<file path="src/design/fetch_pkg.sv">
package fetch_pkg;

  // Address, instruction and parcel widths used throughout the front end.
  typedef logic [63:0] pc_t;
  typedef logic [31:0] instr_t;
  typedef logic [15:0] half_t;

  // Half-word strobe. Bit 0 selects the lower parcel and bit 1 the upper parcel.
  typedef logic [1:0] strb_t;

  localparam strb_t BOTH_HALVES = 2'b11;
  localparam strb_t UPPER_HALF  = 2'b10;

  // The two low opcode bits of a parcel are 2'b11 only for a 32-bit instruction.
  localparam logic [1:0] OPC_32BIT = 2'b11;

  typedef enum logic {
    IF_PREFETCH = 1'b0,
    IF_REDIRECT = 1'b1
  } if_reason_e;

  typedef enum logic [3:0] {
    EXC_INSTR_MISALIGNED   = 4'd0,
    EXC_INSTR_ACCESS_FAULT = 4'd1
  } exc_cause_e;

  // Configuration register map.
  typedef logic [1:0] cfg_addr_t;

  localparam cfg_addr_t REG_REDIRECT_PC = 2'd0;
  localparam cfg_addr_t REG_FAULT_BASE  = 2'd1;
  localparam cfg_addr_t REG_FAULT_LIMIT = 2'd2;
  localparam cfg_addr_t REG_CTRL        = 2'd3;

  // Bit position of the fetch enable inside REG_CTRL.
  localparam int CTRL_ENABLE_BIT = 0;

  localparam int CFG_DATA_W = 64;

  // Distance between two consecutive fetch words.
  localparam pc_t WORD_STEP = 64'd4;

endpackage

</file>
<file path="src/design/fetch_word_if.sv">
`timescale 1ns/1ps

interface fetch_word_if;
  import fetch_pkg::*;

  logic       word_valid;
  logic       word_ready;
  pc_t        word_pc;
  strb_t      word_strb;
  instr_t     word_instr;
  if_reason_e word_reason;
  logic       word_exception;
  exc_cause_e word_ex_code;

  // The fetcher drives the word and its tags.
  modport producer (
    output word_valid,
    input  word_ready,
    output word_pc,
    output word_strb,
    output word_instr,
    output word_reason,
    output word_exception,
    output word_ex_code
  );

  modport consumer (
    input  word_valid,
    output word_ready,
    input  word_pc,
    input  word_strb,
    input  word_instr,
    input  word_reason,
    input  word_exception,
    input  word_ex_code
  );

endinterface

</file>
<file path="src/design/fetch_instr_if.sv">
`timescale 1ns/1ps

interface fetch_instr_if;
  import fetch_pkg::*;

  logic       instr_valid;
  logic       instr_ready;
  pc_t        instr_pc;
  instr_t     instr_word;
  if_reason_e instr_reason;
  logic       instr_ex_valid;
  exc_cause_e instr_ex_cause;
  pc_t        instr_ex_tval;

  modport producer (
    output instr_valid,
    input  instr_ready,
    output instr_pc,
    output instr_word,
    output instr_reason,
    output instr_ex_valid,
    output instr_ex_cause,
    output instr_ex_tval
  );

  modport consumer (
    input  instr_valid,
    output instr_ready,
    input  instr_pc,
    input  instr_word,
    input  instr_reason,
    input  instr_ex_valid,
    input  instr_ex_cause,
    input  instr_ex_tval
  );

endinterface

</file>
<file path="src/design/fetch_ctrl_regs.sv">
`timescale 1ns/1ps

module fetch_ctrl_regs (
  input  logic                             clk_i,
  input  logic                             rst_ni,

  input  logic                             cfg_we_i,
  input  fetch_pkg::cfg_addr_t             cfg_addr_i,
  input  logic [fetch_pkg::CFG_DATA_W-1:0] cfg_wdata_i,

  output logic                             redirect_o,
  output fetch_pkg::pc_t                   redirect_pc_o,
  output fetch_pkg::pc_t                   fault_base_o,
  output fetch_pkg::pc_t                   fault_limit_o,
  output logic                             enable_o
);
  import fetch_pkg::*;

  logic redirect_q;
  pc_t  redirect_pc_q;
  pc_t  fault_base_q;
  pc_t  fault_limit_q;
  logic enable_q;

  logic wr_redirect;
  logic wr_base;
  logic wr_limit;
  logic wr_ctrl;

  assign wr_redirect = cfg_we_i && (cfg_addr_i == REG_REDIRECT_PC);
  assign wr_base     = cfg_we_i && (cfg_addr_i == REG_FAULT_BASE);
  assign wr_limit    = cfg_we_i && (cfg_addr_i == REG_FAULT_LIMIT);
  assign wr_ctrl     = cfg_we_i && (cfg_addr_i == REG_CTRL);

  // A redirect write only starts fetching while the front end is enabled.
  // Equal bounds after reset describe an empty fault window.
  always_ff @(posedge clk_i or negedge rst_ni) begin
    if (!rst_ni) begin
      redirect_q    <= 1'b0;
      enable_q      <= 1'b0;
      fault_base_q  <= '0;
      fault_limit_q <= '0;
    end else begin
      redirect_q <= wr_redirect && enable_q;
      if (wr_ctrl) begin
        enable_q <= cfg_wdata_i[CTRL_ENABLE_BIT];
      end
      if (wr_base) begin
        fault_base_q <= cfg_wdata_i;
      end
      if (wr_limit) begin
        fault_limit_q <= cfg_wdata_i;
      end
    end
  end

  always_ff @(posedge clk_i) begin
    if (wr_redirect) begin
      redirect_pc_q <= cfg_wdata_i;
    end
  end

  assign redirect_o    = redirect_q;
  assign redirect_pc_o = redirect_pc_q;
  assign fault_base_o  = fault_base_q;
  assign fault_limit_o = fault_limit_q;
  assign enable_o      = enable_q;

endmodule

</file>
<file path="src/design/word_fetcher.sv">
`timescale 1ns/1ps

module word_fetcher (
  input  logic              clk_i,
  input  logic              rst_ni,

  input  logic              redirect_i,
  input  fetch_pkg::pc_t    redirect_pc_i,
  input  fetch_pkg::pc_t    fault_base_i,
  input  fetch_pkg::pc_t    fault_limit_i,
  input  logic              enable_i,

  output logic              mem_req_o,
  output fetch_pkg::pc_t    mem_addr_o,
  input  fetch_pkg::instr_t mem_rdata_i,

  fetch_word_if.producer    word
);
  import fetch_pkg::*;

  // IDLE means the word buffer is empty and a request may go out.
  // HALTED is the resting state after reset and after an exception word.
  typedef enum logic [1:0] {
    IDLE,
    WAIT_RSP,
    HOLD,
    HALTED
  } fetch_state_e;

  fetch_state_e state_q;
  logic         first_q;
  logic         fault_q;
  pc_t          next_pc_q;

  pc_t          buf_pc_q;
  strb_t        buf_strb_q;
  instr_t       buf_instr_q;
  if_reason_e   buf_reason_q;
  logic         buf_exc_q;
  exc_cause_e   buf_code_q;

  pc_t          req_addr;
  logic         in_window;
  logic         xfer;
  logic         fetch_now;

  assign req_addr  = {next_pc_q[63:2], 2'b00};
  assign in_window = (req_addr >= fault_base_i) && (req_addr < fault_limit_i);
  assign xfer      = word.word_valid && word.word_ready;

  // A new request goes out from an empty buffer, or in the cycle the held
  // word is taken. A redirect pulse suppresses it.
  assign fetch_now = enable_i && !redirect_i &&
                     ((state_q == IDLE) || ((state_q == HOLD) && xfer && !buf_exc_q));

  // Faulting addresses never reach the memory.
  assign mem_req_o  = fetch_now && !in_window;
  assign mem_addr_o = req_addr;

  always_ff @(posedge clk_i or negedge rst_ni) begin
    if (!rst_ni) begin
      state_q <= HALTED;
      first_q <= 1'b0;
      fault_q <= 1'b0;
    end else if (redirect_i) begin
      // An odd target goes straight to an exception word.
      first_q <= 1'b1;
      state_q <= redirect_pc_i[0] ? HOLD : IDLE;
    end else begin
      if (fetch_now) begin
        fault_q <= in_window;
      end
      case (state_q)
        IDLE: begin
          if (fetch_now) begin
            state_q <= WAIT_RSP;
          end
        end
        WAIT_RSP: begin
          state_q <= HOLD;
          first_q <= 1'b0;
        end
        HOLD: begin
          if (xfer) begin
            if (buf_exc_q) begin
              state_q <= HALTED;
            end else if (fetch_now) begin
              state_q <= WAIT_RSP;
            end else begin
              state_q <= IDLE;
            end
          end
        end
        default: begin
          state_q <= HALTED;
        end
      endcase
    end
  end

  always_ff @(posedge clk_i) begin
    if (redirect_i) begin
      next_pc_q    <= redirect_pc_i;
      buf_pc_q     <= redirect_pc_i;
      buf_strb_q   <= redirect_pc_i[1] ? UPPER_HALF : BOTH_HALVES;
      buf_instr_q  <= '0;
      buf_reason_q <= IF_REDIRECT;
      buf_exc_q    <= redirect_pc_i[0];
      buf_code_q   <= EXC_INSTR_MISALIGNED;
    end else if (state_q == WAIT_RSP) begin
      // The response of last cycle's request is valid now.
      next_pc_q    <= req_addr + WORD_STEP;
      buf_pc_q     <= next_pc_q;
      buf_strb_q   <= next_pc_q[1] ? UPPER_HALF : BOTH_HALVES;
      buf_instr_q  <= mem_rdata_i;
      buf_reason_q <= first_q ? IF_REDIRECT : IF_PREFETCH;
      buf_exc_q    <= fault_q;
      buf_code_q   <= EXC_INSTR_ACCESS_FAULT;
    end
  end

  // The held word is withdrawn in the redirect cycle so that nothing of the
  // old stream follows the redirect.
  assign word.word_valid     = (state_q == HOLD) && !redirect_i;
  assign word.word_pc        = buf_pc_q;
  assign word.word_strb      = buf_strb_q;
  assign word.word_instr     = buf_instr_q;
  assign word.word_reason    = buf_reason_q;
  assign word.word_exception = buf_exc_q;
  assign word.word_ex_code   = buf_code_q;

endmodule

</file>
<file path="src/design/instr_aligner.sv">
`timescale 1ns/1ps

module instr_aligner (
  input  logic            clk_i,
  input  logic            rst_ni,

  fetch_word_if.consumer  word,
  fetch_instr_if.producer instr
);
  import fetch_pkg::*;

  logic       prev_valid_q;
  logic       prev_valid_d;
  pc_t        prev_pc_q;
  if_reason_e prev_reason_q;
  if_reason_e prev_reason_d;
  half_t      prev_instr_q;
  logic       second_half_q;
  logic       second_half_d;

  half_t      lo_half;
  half_t      hi_half;
  logic       hi_is_32;
  logic       continues;

  assign lo_half   = word.word_instr[15:0];
  assign hi_half   = word.word_instr[31:16];
  assign hi_is_32  = (hi_half[1:0] == OPC_32BIT);

  // A leftover parcel only counts when the stream has not been redirected.
  assign continues = prev_valid_q && (word.word_reason == IF_PREFETCH);

  always_comb begin
    prev_valid_d  = prev_valid_q;
    second_half_d = second_half_q;
    prev_reason_d = IF_PREFETCH;
    word.word_ready = 1'b0;

    instr.instr_valid    = 1'b0;
    instr.instr_pc       = '0;
    instr.instr_word     = '0;
    instr.instr_reason   = IF_PREFETCH;
    instr.instr_ex_valid = 1'b0;
    instr.instr_ex_cause = EXC_INSTR_MISALIGNED;
    instr.instr_ex_tval  = '0;

    if (!word.word_valid) begin
      // The fetcher only drops a word on a redirect, so a pending upper
      // parcel no longer belongs to the stream.
      second_half_d = 1'b0;
    end else if (word.word_exception) begin
      instr.instr_valid    = 1'b1;
      instr.instr_pc       = continues ? prev_pc_q : word.word_pc;
      instr.instr_reason   = continues ? prev_reason_q : word.word_reason;
      instr.instr_ex_valid = 1'b1;
      instr.instr_ex_cause = word.word_ex_code;
      instr.instr_ex_tval  = word.word_pc;
      if (instr.instr_ready) begin
        prev_valid_d    = 1'b0;
        word.word_ready = 1'b1;
      end
    end else if (word.word_strb == UPPER_HALF && hi_is_32) begin
      // First half of a 32-bit instruction at a target with bit 1 set.
      // It is kept as leftover and nothing goes out yet.
      prev_valid_d    = 1'b1;
      second_half_d   = 1'b0;
      prev_reason_d   = word.word_reason;
      word.word_ready = 1'b1;
    end else begin
      if (instr.instr_ready) begin
        prev_valid_d  = 1'b0;
        second_half_d = 1'b0;
      end

      if (word.word_strb == UPPER_HALF || second_half_q) begin
        // Compressed instruction in the upper parcel.
        instr.instr_valid  = 1'b1;
        instr.instr_pc     = {word.word_pc[63:2], 2'b10};
        instr.instr_reason = second_half_q ? IF_PREFETCH : word.word_reason;
        instr.instr_word   = {16'd0, hi_half};
        word.word_ready    = instr.instr_ready;
      end else begin
        instr.instr_valid = 1'b1;
        if (continues) begin
          // The lower parcel completes the instruction started by the leftover.
          instr.instr_pc     = prev_pc_q;
          instr.instr_reason = prev_reason_q;
          instr.instr_word   = {lo_half, prev_instr_q};
        end else if (lo_half[1:0] == OPC_32BIT) begin
          instr.instr_pc     = word.word_pc;
          instr.instr_reason = word.word_reason;
          instr.instr_word   = word.word_instr;
        end else begin
          instr.instr_pc     = word.word_pc;
          instr.instr_reason = word.word_reason;
          instr.instr_word   = {16'd0, lo_half};
        end

        if (instr.instr_ready) begin
          if (!continues && lo_half[1:0] == OPC_32BIT) begin
            word.word_ready = 1'b1;
          end else begin
            // The upper parcel is either the start of the next 32-bit
            // instruction or a compressed one that goes out next.
            prev_valid_d = 1'b1;
            if (hi_is_32) begin
              word.word_ready = 1'b1;
            end else begin
              second_half_d = 1'b1;
            end
          end
        end
      end
    end
  end

  always_ff @(posedge clk_i or negedge rst_ni) begin
    if (!rst_ni) begin
      prev_valid_q  <= 1'b0;
      second_half_q <= 1'b0;
    end else begin
      prev_valid_q  <= prev_valid_d;
      second_half_q <= second_half_d;
    end
  end

  // The upper parcel of every consumed word is kept as a possible leftover.
  always_ff @(posedge clk_i) begin
    if (word.word_ready) begin
      prev_instr_q  <= hi_half;
      prev_pc_q     <= {word.word_pc[63:2], 2'b10};
      prev_reason_q <= prev_reason_d;
    end
  end

endmodule

</file>
<file path="src/design/fetch_top.sv">
`timescale 1ns/1ps

module fetch_top (
  input  logic                             clk_i,
  input  logic                             rst_ni,

  input  logic                             cfg_we_i,
  input  fetch_pkg::cfg_addr_t             cfg_addr_i,
  input  logic [fetch_pkg::CFG_DATA_W-1:0] cfg_wdata_i,

  output logic                             mem_req_o,
  output fetch_pkg::pc_t                   mem_addr_o,
  input  fetch_pkg::instr_t                mem_rdata_i,

  output logic                             instr_valid_o,
  input  logic                             instr_ready_i,
  output fetch_pkg::pc_t                   instr_pc_o,
  output fetch_pkg::instr_t                instr_word_o,
  output fetch_pkg::if_reason_e            instr_reason_o,
  output logic                             instr_ex_valid_o,
  output fetch_pkg::exc_cause_e            instr_ex_cause_o,
  output fetch_pkg::pc_t                   instr_ex_tval_o
);
  import fetch_pkg::*;

  logic redirect;
  pc_t  redirect_pc;
  pc_t  fault_base;
  pc_t  fault_limit;
  logic enable;

  fetch_word_if  word_bus ();
  fetch_instr_if instr_bus ();

  fetch_ctrl_regs fetch_ctrl_regs_inst (
    .clk_i         (clk_i),
    .rst_ni        (rst_ni),
    .cfg_we_i      (cfg_we_i),
    .cfg_addr_i    (cfg_addr_i),
    .cfg_wdata_i   (cfg_wdata_i),
    .redirect_o    (redirect),
    .redirect_pc_o (redirect_pc),
    .fault_base_o  (fault_base),
    .fault_limit_o (fault_limit),
    .enable_o      (enable)
  );

  word_fetcher word_fetcher_inst (
    .clk_i         (clk_i),
    .rst_ni        (rst_ni),
    .redirect_i    (redirect),
    .redirect_pc_i (redirect_pc),
    .fault_base_i  (fault_base),
    .fault_limit_i (fault_limit),
    .enable_i      (enable),
    .mem_req_o     (mem_req_o),
    .mem_addr_o    (mem_addr_o),
    .mem_rdata_i   (mem_rdata_i),
    .word          (word_bus.producer)
  );

  instr_aligner instr_aligner_inst (
    .clk_i  (clk_i),
    .rst_ni (rst_ni),
    .word   (word_bus.consumer),
    .instr  (instr_bus.producer)
  );

  // The aligned instruction leaves the design on plain ports.
  assign instr_valid_o         = instr_bus.instr_valid;
  assign instr_bus.instr_ready = instr_ready_i;
  assign instr_pc_o            = instr_bus.instr_pc;
  assign instr_word_o          = instr_bus.instr_word;
  assign instr_reason_o        = instr_bus.instr_reason;
  assign instr_ex_valid_o      = instr_bus.instr_ex_valid;
  assign instr_ex_cause_o      = instr_bus.instr_ex_cause;
  assign instr_ex_tval_o       = instr_bus.instr_ex_tval;

endmodule

</file>
<file path="config.mk">
export PLATFORM = sky130hd
export DESIGN_NAME = fetch_top
export DESIGN_NICKNAME = d
export VERILOG_FILES = /design/src/design/fetch_pkg.sv /design/src/design/fetch_word_if.sv /design/src/design/fetch_instr_if.sv /design/src/design/fetch_ctrl_regs.sv /design/src/design/word_fetcher.sv /design/src/design/instr_aligner.sv /design/src/design/fetch_top.sv
export SDC_FILE = /design/constraint.sdc
export NUM_CORES = 1
export LEC_CHECK = 0
export BUFFER_PORTS_ARGS = -buffer_cell sky130_fd_sc_hd__buf_2
export CORE_AREA = 2 2 196 198
export DETAILED_ROUTE_END_ITERATION = 8
export DIE_AREA = 0 0 198 200
export PLACE_DENSITY = 0.87
export SKIP_LAST_GASP = 1
export SYNTH_ARGS = -nofsm -noshare
export SYNTH_HDL_FRONTEND = slang
export SYNTH_SLANG_ARGS = --single-unit
</file>
<file path="constraint.sdc">
create_clock -name clk_i -period 7.29 [get_ports clk_i]
set_input_delay 0.3645 -clock clk_i [delete_from_list [all_inputs] [get_ports clk_i]]
set_output_delay 0.3645 -clock clk_i [all_outputs]
set_load 0.01 [all_outputs]
</file>
== Yosys cells after proc, flatten, opt, wreduce, memory -nomap -nowiden ==
Cells that the tools add are included.
Cells by class
  $add $sub $neg: 1
  $lt $le $gt $ge: 2
  equal/unequal tests: 11
  multiplexer cells: 68
  bitwise logic cells: 4
  reductions and logical operators: 28
Operators with widths (count)
  two-way mux 64 bit: 11
  two-way mux 32 bit: 6
  adder 64 x 3 -> 64 bit, second input constant: 1
  greater-or-equal comparator 64 bit: 1
  less-than comparator 64 bit: 1
  two-way mux 1 bit: 42
  logical AND 1 bit: 16
  two-way mux 2 bit: 7
  equality test 2 bit, second input constant: 6
  inequality test 3 x 2 -> 1 bit, second input constant: 2
  one-hot mux 2 bit (3 select lines): 1
  equality test 2 x 1 -> 1 bit, second input constant: 2
  zero test 1 bit: 4
  zero test 2 bit: 2
  two-way mux 4 bit: 1
  inverter 1 bit: 4
  AND reduction 2 bit: 2
  OR reduction 3 bit: 1
  logical OR 1 bit: 2
  inequality test 2 bit, second input constant: 1
  nonzero test 2 bit: 1
Storage, ports and cells
  bits in registers: 444
  input port bits: 102
  output and inout port bits: 232
  word-level logic and storage cells: 134

== Longest topological paths before layout ==
Gate-level depths: netlist of run 1.
  word-level depth: 20
  mapped depth: 9
  depth with buffers taken out: 9

== Hierarchy ==
A second synthesis of run 1 with hierarchy kept.
Unflattened totals
  cell total of the unflattened synthesis: 2094
  area total of the unflattened synthesis: 23387.4 um^2
Modules (own cells, without submodules)
  word_fetcher: times used 1, cells each 1247, area each 11292.1 um^2, seq. area each 4687.0 um^2
  fetch_ctrl_regs: times used 1, cells each 342, area each 7374.6 um^2, seq. area each 5175.0 um^2
  instr_aligner: times used 1, cells each 505, area each 4720.8 um^2, seq. area each 2422.3 um^2

== Worst setup path before layout of run 1 ==
No wires, ideal clock.
  path kind: input -> register
  start: in cfg_addr_i[1]
  end: reg fetch_ctrl_regs_inst.redirect_pc_q[0], in the netlist fetch_ctrl_regs_inst.redirect_pc_o[0] (enable)
  setup time: 0.581 ns
  arrival time: 5.100 ns
  data required time: 6.709 ns
  slack: 1.610 ns
  stages on the path: 1
  buffers on the path: 0
  cells stage by stage: nor3b_1
On the way
  longest elaborated chain between the ends: 2
RTL lines
  start, declared: line fetch_top.sv:8  | input fetch_pkg::cfg_addr_t cfg_addr_i,
  zero test 2 bit: line fetch_ctrl_regs.sv:30  | assign wr_redirect = cfg_we_i && (cfg_addr_i == REG_REDIRECT_PC);
  logical AND 1 bit: line fetch_ctrl_regs.sv:30
  end signal, assigned: line fetch_ctrl_regs.sv:59  | redirect_pc_q <= cfg_wdata_i;
  end, declared: line fetch_ctrl_regs.sv:20  | pc_t redirect_pc_q;
Every way passes these cells.
A chain may end at the register's enable or synchronous reset.

== Worst setup path in the final report of run 1 ==
  start: reg word_fetcher_inst.next_pc_q[62]
  end: out mem_req_o
On the way
  longest elaborated chain between the ends: 4
RTL lines
  start, declared: line word_fetcher.sv:33  | pc_t next_pc_q;
  start signal, assigned: line word_fetcher.sv:103  | next_pc_q <= redirect_pc_i;
  start signal, assigned: line word_fetcher.sv:112  | next_pc_q <= req_addr + WORD_STEP;
  greater-or-equal comparator 64 bit or less-than comparator 64 bit (tied branches): line word_fetcher.sv:48  | assign in_window = (req_addr >= fault_base_i) && (req_addr < fault_limit_i);
  logical AND 1 bit (*): line word_fetcher.sv:48
  zero test 1 bit (*): line word_fetcher.sv:57  | assign mem_req_o = fetch_now && !in_window;
  logical AND 1 bit (*): line word_fetcher.sv:57
  end, declared: line fetch_top.sv:11  | output logic mem_req_o,
Mark *: on every way between the ends. The rest lies on a longest branch, timed or not.

==> results of run 1 <==
-- critical path, cell delays in order, from the launching register on --
cell      delay (ps)
edfxtp_1         470
ha_1             370
nand4_1          230
nor4_1           880
nand4_1          310
a211oi_1         460
o211ai_1         300
nor2b_1          220
buf_2            150
-- stage by stage --
stage / utilization [%] / cell area [um^2]
2_1_floorplan: - / 22200
3_3_place_gp: 63.6 / 23800
3_5_place_dp: 63.6 / 23800
4_1_cts: 67.5 / 25200
5_1_grt: 67.5 / 25200
6_report: 67.5 / 25200
-- cells in the final DEF (no fill, tap or decap), drive strengths merged, types with 3 or more instances in the layout --
master         n
buf          344
edfxtp       273
mux2         178
inv          162
nand2        158
nor2         146
dfrtp        134
ha           125
a21oi        111
and3          81
a22oi         77
clkbuf        75
o21ai         58
dfxtp         34
nand3         30
a31oi         28
nand4         26
a211oi        25
mux2i         16
nor3          16
a41oi         12
and2          10
a21o           8
xnor2          8
and4           7
nor4           7
clkinv         6
conb           5
nor2b          5
diode          4
a221oi         4
nor3b          4
nand2b         3
o31ai          3
o211ai         3
dlygate4sd3    3
or3            3
-- cell usage after synthesis (2+ instances only) --
cell	number
a211oi_1	25
nand2_1	158
o22ai_1	2
clkbuf_1	82
buf_1	3
buf_4	71
xnor2_1	8
dfrtp_1	134
o31ai_1	3
o211ai_1	3
o21ai_0	57
a22oi_1	77
o31a_1	2
nand3_1	28
nor3b_1	4
a2111oi_0	2
dfstp_2	2
nor2_1	145
nor2b_1	5
a21oi_1	111
a221oi_1	4
nor3_1	14
a41oi_1	12
nand2b_1	3
inv_1	160
a31oi_1	28
nor4_1	7
mux2_2	173
mux2_1	4
edfxtp_1	273
and2_1	9
nand3b_1	2
and4_1	7
o21a_1	2
ha_1	125
or3_1	2
dfxtp_1	34
mux2i_1	16
nand4_1	25
and3_1	80
a21o_1	8
-- how the worst max path moves through the flow --
stage                                                from                                    end  slack [ps]  cells past startpoint
after floorplan                             cfg_addr_i[1]  fetch_ctrl_regs_inst.redirect_pc_o[0]        1610                      1
after global placement    word_fetcher_inst.next_pc_q[59]                              mem_req_o        3690                      8
after detailed placement  word_fetcher_inst.next_pc_q[62]                              mem_req_o        3700                      8
after CTS                 word_fetcher_inst.next_pc_q[62]                              mem_req_o        3110                      8
after global routing      word_fetcher_inst.next_pc_q[62]                              mem_req_o        2980                      8
final                     word_fetcher_inst.next_pc_q[62]                              mem_req_o        2990                      8
-- cells by family (layout without fill, tap and decap cells) --
| logic type | Yosys count | count (layout) | share of synthesized area, % |
|---|---|---|---|
| simple gates | 504 | 504 | 11.0 |
| flops | 443 | 443 | 55.4 |
| compound gates | 345 | 345 | 9.78 |
| buf+inv | 318 | 592 | 6.63 |
| mux | 194 | 194 | 9.78 |
| fa+ha+maj | 125 | 125 | 7.05 |
| xor+xnor | 9 | 9 | 0.356 |
| other cells | 1 | 9 | 0.0169 |
-- sequential cells by signal, indices dropped and copies added (netlist names), 16 cells and up --
register and count:
fetch_ctrl_regs_inst.fault_limit_o 64, instr_aligner_inst.prev_pc_q 62, fetch_ctrl_regs_inst.fault_base_o 64, word_fetcher_inst.word.word_pc 64, word_fetcher_inst.word.word_instr 32, word_fetcher_inst.next_pc_q 64
instr_aligner_inst.prev_instr_q 16, fetch_ctrl_regs_inst.redirect_pc_o 64
-- layout make-up --
type	count	area [um^2]	share of cell area, %
diodes	4	10.0	0.0396
clock buffers	75	1350	5.36
clock inverters	10	80.1	0.317
inverters	160	601	2.38
multi-input cells	1182	8480	33.6
flip-flops and latches	443	12300	48.7
well taps	511	639	2.53
repair buffers	347	1800	7.12
-- power by group through the flow --
stage	Clock [mW]	Sequential (mW)	Combinational [mW]
finish	2.25	3.82	2.82
global route	2.37	3.88	3.10
CTS	2.27	3.81	2.79
detailed placement	0	3.85	2.77
global placement	0	3.81	2.65
floorplan	0	3.70	1.94
-- routing by layer --
metal / up-vias / track usage (%) / share of wire, %
li1: 7441 / - / -
met1: 8150 / 38.0 / 40
met2: 856 / 47.8 / 48
met3: 138 / 4.44 / 7.9
met4: 0 / 11.9 / 3.7
met5: - / 0 / 0
-- what timing repair did --
| action | 4_1_cts | 5_1_grt |
|---|---|---|
| endpoints found under the setup margin | 0 | 0 |
| hold endpoints to repair | 60 | 0 |
| hold buffers | 3 | 0 |
| resized for setup | 0 | 0 |
==> impl_metrics.toml, run 1 <==
[floorplanning]
core_area_um2 = 37400
start_util_pct = 59.3
die_w_um = 198
ios = 334
die_y_um = 200
rows = 71
dieArea_um2 = 39600

[clock_network]
cts_root_buffer = "clkbuf_16"
cts.path.max_buffers = 3
clock_latency_ps = 560
htree_levels = 2
cts_tree = "built"
cts.clk_slew.worst_paths_ps = 60
cts_made_buffers = 46
cts_setup_buffers = 0
cts.sinks = 443

[sta]
rsz0062_at_grt = "false"
period_share_pct = 59.0
clock_skew_ps = 23.4
tns_ps = 0
finalHoldViolCount = 0
finalSetupViolations = 0
worst_slew_pin_slew_ps = 1180
hold_ws_ps = 18.3
layout_min_cycle_time_ps = 4300
drv_slew = 0
worst_slack_ps = 2990
timing.slew.headroom_pct = 21.5
max_freq_ghz = 0.233

[yosys]
yosys_warnings = 0
avgSynthCellArea_um2 = 11.4
synth_seq_cells = 443
synth_edf_count = 273
synthTopCellsByArea = "edfxtp_1, dfrtp_1, mux2_2"
syn_inst = 1939
synthesis.area_um2 = 22200
synthArstFlopShare_pct = 30.7
synth_flop_cell = "edfxtp_1"
seq_area_frac_synth_pct = 55.4
synth_top_area_cell = "edfxtp_1"
synth_top_area_share_pct = 37.0
yosys.cell_types.count = 70

[power]
p_total_mw = 8.89
seqPwrFrac_pct = 43.0
power.internal_mw = 5.74
combPwrFrac_pct = 31.7
p_per_area_nw_per_um2 = 352
p_leak_nw = 11.1
pwr-share-clk_pct = 25.3
p_sw_share_pct = 35.4
ir_worst_vdd_mv = 0.282
p_sw_mw = 3.15

[worst_setup_path]
ff2ff_path_depth = 3
reg2reg_slack_ps = 3710
cp-start-kind = "flip-flop"
cp.arrival_ps = 3930
cp_max_fo = 5
r2r-start = "fetch_ctrl_regs_inst.redirect_o"
crit_path_end_kind = "output pin"
required_ps = 6930
path_class = "flip-flop to output pin"
worstReg2RegEnd = "word_fetcher_inst.word.word_pc[5]"

[worst_hold_path]
hold_start = "cfg_wdata_i[22]"
hp-class = "input pin to flip-flop"
min_delay_path_depth = 1
holdPathEnd = "fetch_ctrl_regs_inst.redirect_pc_o[22]"

[global_route]
grt_max_degree = 80
grt_pass1_wl_mm = 88.3
grt-ovfl-total = 0
first_global_vias = 15981
grtUsageTotal_pct = 28.7
antenna_found_initial = 4

[flow_run]
cap_violations = 0

[finish]
final_cells = 2732
n_fill_cell = 2696
syn_to_final_growth_pct = 13.9
layout-drive-gt1-share_pct = 27.2
nets = 2407

[drt]
drc = 0
via_count = 16585
wire_per_inst_um = 21.2
vias_per_cell = 6.07
antenna_left = 0
routed_wl_mm = 58.0
drtPass1Iterations = 7
drtIter0Drc = 1630

[placed_design]
gp_congestion = 0.874
dpl.cell_count = 2640
pre_cts_slack_ps = 3700
dp_hpwl_mm = 39.7
port_buffers = 328

[status]
status = "finished, final reports clean"
Note: power is estimated with default switching activity, not from simulation.
==> run 2: changes to the inputs <==
ABC_AREA = 1   (was not set)
CORE_AREA = 2 2 215 217   (was 2 2 196 198)
DIE_AREA = 0 0 217 219   (was 0 0 198 200)
PLACE_DENSITY = 0.82   (was 0.87)
clock period = 3.7 ns   (was 7.29 ns; I/O delays follow)
==> run 2 against run 1 <==
Compared with the run above: register-to-register slack worse by 2500 ps; worst setup slack got worse by 2500 ps; sequential cell count is the same; power grew 130%; combinational power rose to 2.6 times the previous value; utilization shrank 5.2 points; die area increased by 20%; highest routed layer is now met5; clock-buffer cell count down 2; largest power group unchanged; worst hold slack better by 50 ps; critical path type unchanged; clock power rose by 110%.
==> impl_metrics.toml, run 2 <==
[clock_network]
cts_tree = "built"
clock_latency_ps = 580
cts_setup_buffers = 0
cts.sinks = 443
htree_levels = 2
cts_made_buffers = 48
cts_resized = 0
cts.path.max_buffers = 3
cts.clk_slew.worst_paths_ps = 60
cts_root_buffer = "clkbuf_16"

[worst_setup_path]
cp-start-kind = "flip-flop"
cp.arrival_ps = 2980
crit_chain = "inv_1 > nand2_2 > nand2_1 > inv_1 > buf_4 > o21ai_1 > nand2_1 > nand2_1 > nand2_1 > nand2_1 > nor2_1 > inv_1 > a21oi_1 > buf_2"
critical-path-max-stage-delay_ps = 350
r2r-start = "word_fetcher_inst.next_pc_q[2]"
setup.worst_path.end = "mem_req_o"
cp_max_fo = 16
cp_slowest_cell = "dfxtp_1"
path_class = "flip-flop to output pin"
crit_top_cell = "nand2_1"
required_ps = 3510
ff2ff_path_depth = 12
reg2reg_slack_ps = 1230
startpoint = "word_fetcher_inst.word.word_reason"
crit_path_end_kind = "output pin"
worstReg2RegEnd = "word_fetcher_inst.next_pc_q[62]"

[floorplanning]
rows = 78
start_util_pct = 52.8
ios = 334
die_w_um = 217
dieArea_um2 = 47500
die_y_um = 219
core_area_um2 = 45100

[sta]
layout_min_cycle_time_ps = 3160
hold_ws_ps = 68.7
worst_slew_pin_slew_ps = 1030
period_share_pct = 85.5
drv_slew = 0
finalHoldViolCount = 0
tns_ps = 0
worst_slack_ps = 538
rsz0062_at_grt = "false"
clock_skew_ps = 18.0
finalSetupViolations = 0
timing.slew.headroom_pct = 31.6
max_freq_ghz = 0.316

[finish]
syn_to_final_growth_pct = 18.0
final_cells = 3761
final_common_cell = "nand2_1"
layout-drive-gt1-share_pct = 15.3
final_cell_mix = "nand2_1, inv_1, buf_2"
nets = 3345
n_fill_cell = 3713

[placed_design]
gp_congestion = 0.952
pre_cts_slack_ps = 1270
port_buffers = 328
dpl.cell_count = 3570
dp_hpwl_mm = 48.7

[drt]
drtIter0Drc = 2439
routed_wl_mm = 69.7
wl_met3_mm = 6.74
drtPass1Iterations = 6
wire_per_inst_um = 18.5
vias_per_cell = 5.52
top_layer = "met5"
met1Wirelength_mm = 29.0
drc = 0
antenna_left = 0
met2_length_mm = 31.1
via_count = 20747

[power]
ir_worst_vdd_mv = 0.457
p_per_area_nw_per_um2 = 722
p_leak_nw = 12.9

[yosys]
synthTopCellsByArea = "edfxtp_1, dfrtp_1, nand2_1"
synth_edf_count = 273
synth_common_cells = "nand2_1, inv_1, o21ai_0"
yosys_warnings = 0
synth_seq_cells = 443
synth_top_area_cell = "edfxtp_1"
synth_most_common_cell = "nand2_1"
seq_area_frac_synth_pct = 51.6
synth_top_area_share_pct = 34.4
yosys.cell_types.count = 48
avgSynthCellArea_um2 = 8.52
synthArstFlopShare_pct = 30.7
syn_inst = 2795
synthesis.area_um2 = 23800
synth_flop_cell = "edfxtp_1"

[flow_run]
cap_violations = 0

[worst_hold_path]
hp-class = "input pin to asynchronous set/reset pin"

[global_route]
first_global_vias = 19534
grtUsageTotal_pct = 29.0
antenna_found_initial = 5
grt-ovfl-total = 0
grt_max_degree = 105
grt_pass1_wl_mm = 108

[status]
status = "finished, final reports clean"
[run 2: through the flow]
stage,power (mW),area [um^2],util (%)
floorplan,12.8,23800,-
global placement,15.2,25600,56.7
detailed placement,15.4,25600,56.7
CTS,20.2,28100,62.3
global route,21.6,28100,62.3
finish,20.3,28100,62.3
[run 2: power by group]
part	internal (mW)	leakage [nW]	switching (mW)
clock	2.67	0.751	2.00
combinational	2.49	7.60	4.91
sequential	6.95	4.52	1.28
total	12.1	12.9	8.19
[run 2: how the worst min path moves through the flow]
| stage | end | startpoint | slack [ps] |
|---|---|---|---|
| 6_report | fetch_ctrl_regs_inst.fault_limit_o[12] | rst_ni | 70 |
| 5_1_grt | fetch_ctrl_regs_inst.fault_base_o[7] | rst_ni | 80 |
| 4_1_cts | fetch_ctrl_regs_inst.fault_base_o[5] | rst_ni | 60 |
| 3_5_place_dp | fetch_ctrl_regs_inst.fault_limit_o[12] | rst_ni | 110 |
| 3_3_place_gp | fetch_ctrl_regs_inst.fault_limit_o[12] | rst_ni | 110 |
| 2_1_floorplan | fetch_ctrl_regs_inst.enable_o | rst_ni | -110 |
[run 2: logic make-up after synthesis]
logic type      share of synthesized area [%]
simple gates                             20.5
buf+inv                                  9.72
compound gates                           11.3
flops                                    51.6
fa+ha+maj                                6.57
xor+xnor                                0.257
other cells                            0.0157
mux                                    0.0420
[run 2: metal layers]
metal,track usage (%),up-vias
li1,-,9825
met1,39.9,9621
met2,44.9,1132
met3,5.63,167
met4,12.6,2
met5,0,-
[run 2: layout make-up]
| cell class | instances | area (um^2) | share of cell area (%) |
|---|---|---|---|
| clock buffers | 73 | 1430 | 5.08 |
| multi-input cells | 1812 | 9290 | 33.0 |
| diodes | 3 | 7.51 | 0.0267 |
| inverters | 358 | 1340 | 4.78 |
| repair buffers | 455 | 2900 | 10.3 |
| well taps | 600 | 751 | 2.67 |
| flip-flops and latches | 443 | 12300 | 43.7 |
| clock inverters | 17 | 97.6 | 0.347 |
[run 2: worst max-delay path, delay by kind of cell (launching register included)]
family	cells	cell delay, ps
compound gates	2	460
simple gates	7	900
buf+inv	5	680
flops	1	350
[run 2: what timing repair did]
item | 4_1_cts | 5_1_grt
hold endpoints to repair | 292 | 0
hold buffers | 98 | 0
endpoints found under the setup margin | 0 | 0
==> run 3: changes to the inputs <==
ABC_AREA = not set   (was 1)
CORE_AREA = 2 2 210 212   (was 2 2 215 217)
DIE_AREA = 0 0 212 214   (was 0 0 217 219)
PLACE_DENSITY = not set   (was 0.82)
PLACE_DENSITY_LB_ADDON = 0.08   (was not set)
==> run 3 against run 2 <==
Compared with the run above: register-to-register slack worse by 670 ps; critical endpoint unchanged; clock power grew 4.7%; via count is 21% lower.
==> impl_metrics.toml, run 3 (synthesis results as in run 1) <==
[worst_setup_path]
startpoint = "word_fetcher_inst.next_pc_q[5]"
cp_slowest_cell = "edfxtp_1"
cp_max_fo = 8
path_depth = 9
required_ps = 3510
crit_chain = "ha_1 > a211oi_1 > nor2_1 > o31a_1 > o31ai_4 > a211oi_2 > o211ai_1 > nor2b_1 > buf_2"
crit_path_end_kind = "output pin"
cp-start-kind = "flip-flop"
cp_num_buf_inv = 1
cp.arrival_ps = 3390
r2r-start = "word_fetcher_inst.next_pc_q[2]"
ff2ff_path_depth = 8
critical-path-max-stage-delay_ps = 510
cpLargestDelayFamily = "compound AO/OA/AOI/OAI gates"
path_class = "flip-flop to output pin"

[drt]
wire_per_inst_um = 21.2
drc = 0
drtPass1Iterations = 5
vias_per_cell = 5.63
routed_wl_mm = 62.1
drtIter0Drc = 1291
via_count = 16458
antenna_left = 0

[power]
pwr-share-clk_pct = 26.9
p_sw_mw = 6.41
ir_worst_vdd_mv = 0.420
p_leak_nw = 11.8
power.internal_mw = 11.8
seqPwrFrac_pct = 40.8
p_sw_share_pct = 35.3
combPwrFrac_pct = 32.3
p_total_mw = 18.2
p_per_area_nw_per_um2 = 679

[finish]
final_common_cell = "buf_2"
nets = 2527
final_cell_mix = "buf_2, edfxtp_1, mux2_2"
seqCellArea_um2 = 12300
layout-drive-gt1-share_pct = 27.6
syn_to_final_growth_pct = 20.8
multi_input_area_um2 = 8590
final_cells = 2925
n_fill_cell = 3512

[floorplanning]
dieArea_um2 = 45400
start_util_pct = 51.7
die_y_um = 214
rows = 76
core_area_um2 = 42900
ios = 334
die_w_um = 212

[sta]
rsz0062_at_grt = "false"
layout_min_cycle_time_ps = 3570
worst_slew_pin_slew_ps = 1130
finalSetupViolations = 0
finalHoldViolCount = 0
clock_skew_ps = 12.1
hold_ws_ps = 282
period_share_pct = 96.5
drv_slew = 0
max_freq_ghz = 0.280
timing.slew.headroom_pct = 24.6
tns_ps = 0

[clock_network]
clock_latency_ps = 580
cts_made_buffers = 47
cts.sinks = 443
cts_root_buffer = "clkbuf_16"
cts_tree = "built"
htree_levels = 2
cts.clk_slew.worst_paths_ps = 60
cts.path.max_buffers = 3

[global_route]
grt_max_degree = 126
grtUsageTotal_pct = 27.3
grt_pass1_wl_mm = 95.2
grt-ovfl-total = 0
antenna_found_initial = 1
first_global_vias = 16143

[status]
status = "finished, final reports clean"

[placed_design]
gp_congestion = 0.871
port_buffers = 328
dpl.cell_count = 2734
dp_hpwl_mm = 42.2

[worst_hold_path]
hp-class = "input pin to asynchronous set/reset pin"

[flow_run]
cap_violations = 0
## run 3: power groups by stage
stage / Sequential [mW] / Clock (mW) / Combinational [mW]
after floorplan: 7.25 / 0 / 3.82
after global placement: 7.45 / 0 / 5.64
after detailed placement: 7.52 / 0 / 5.71
after CTS: 7.42 / 4.98 / 5.84
after global routing: 7.57 / 5.17 / 6.49
final: 7.43 / 4.89 / 5.87
## run 3: what timing repair did
item,in CTS,in global routing
gates resized for setup,6,8
endpoints found under the hold margin,313,0
endpoints found under the setup margin,1,1
hold buffers,100,0
cloned,0,0
setup buffers,0,2
pin swaps,0,3
## run 3: cell type report
| cell class | count | area share [%] |
|---|---|---|
| Antenna cell | 1 | 0.00935 |
| Clock buffer | 61 | 4.86 |
| Clock inverter | 27 | 1.08 |
| Inverter | 160 | 2.24 |
| Multi-Input combinational cell | 1182 | 32.1 |
| Sequential cell | 443 | 45.9 |
| Tap cell | 585 | 2.73 |
| Timing Repair Buffer | 466 | 11.1 |
## run 3: stage by stage
step | setup slack (ps) | cell area (um^2) | utilization (%)
after floorplan | 152 | 22200 | -
after global placement | 371 | 24100 | 56.2
after detailed placement | 357 | 24100 | 56.2
after CTS | 18.3 | 26700 | 62.3
after global routing | 16.6 | 26800 | 62.4
final | 129 | 26800 | 62.4
## run 3: path summary, 6_finish.rpt
path                                                           to  slack (ps)
max                                                     mem_req_o         130
min                        fetch_ctrl_regs_inst.fault_limit_o[18]         280
max reg2reg                       word_fetcher_inst.next_pc_q[53]         560
min reg2reg                word_fetcher_inst.word.word_ex_code[0]         470
max in group asynchronous  fetch_ctrl_regs_inst.fault_limit_o[62]        2440
min in group clk_i         fetch_ctrl_regs_inst.redirect_pc_o[31]         330
## run 3: worst reg2reg max path, cell delays in order, from the launching register on
cell and delay (ps):
edfxtp_1 440, buf_4 160, nand3_1 150, nor3_1 370, nand4_1 410, nor3_2 290, and4_1 580, nand3_1 160
mux2_1 330
## run 3: per-layer routing
metal | global-route usage, % | vias up | routed length [um]
li1 | - | 7707 | -
met1 | 38.3 | 8108 | 27600
met2 | 43.9 | 554 | 29300
met3 | 4.22 | 89 | 3620
met4 | 8.12 | 0 | 1520
met5 | 0 | - | 0
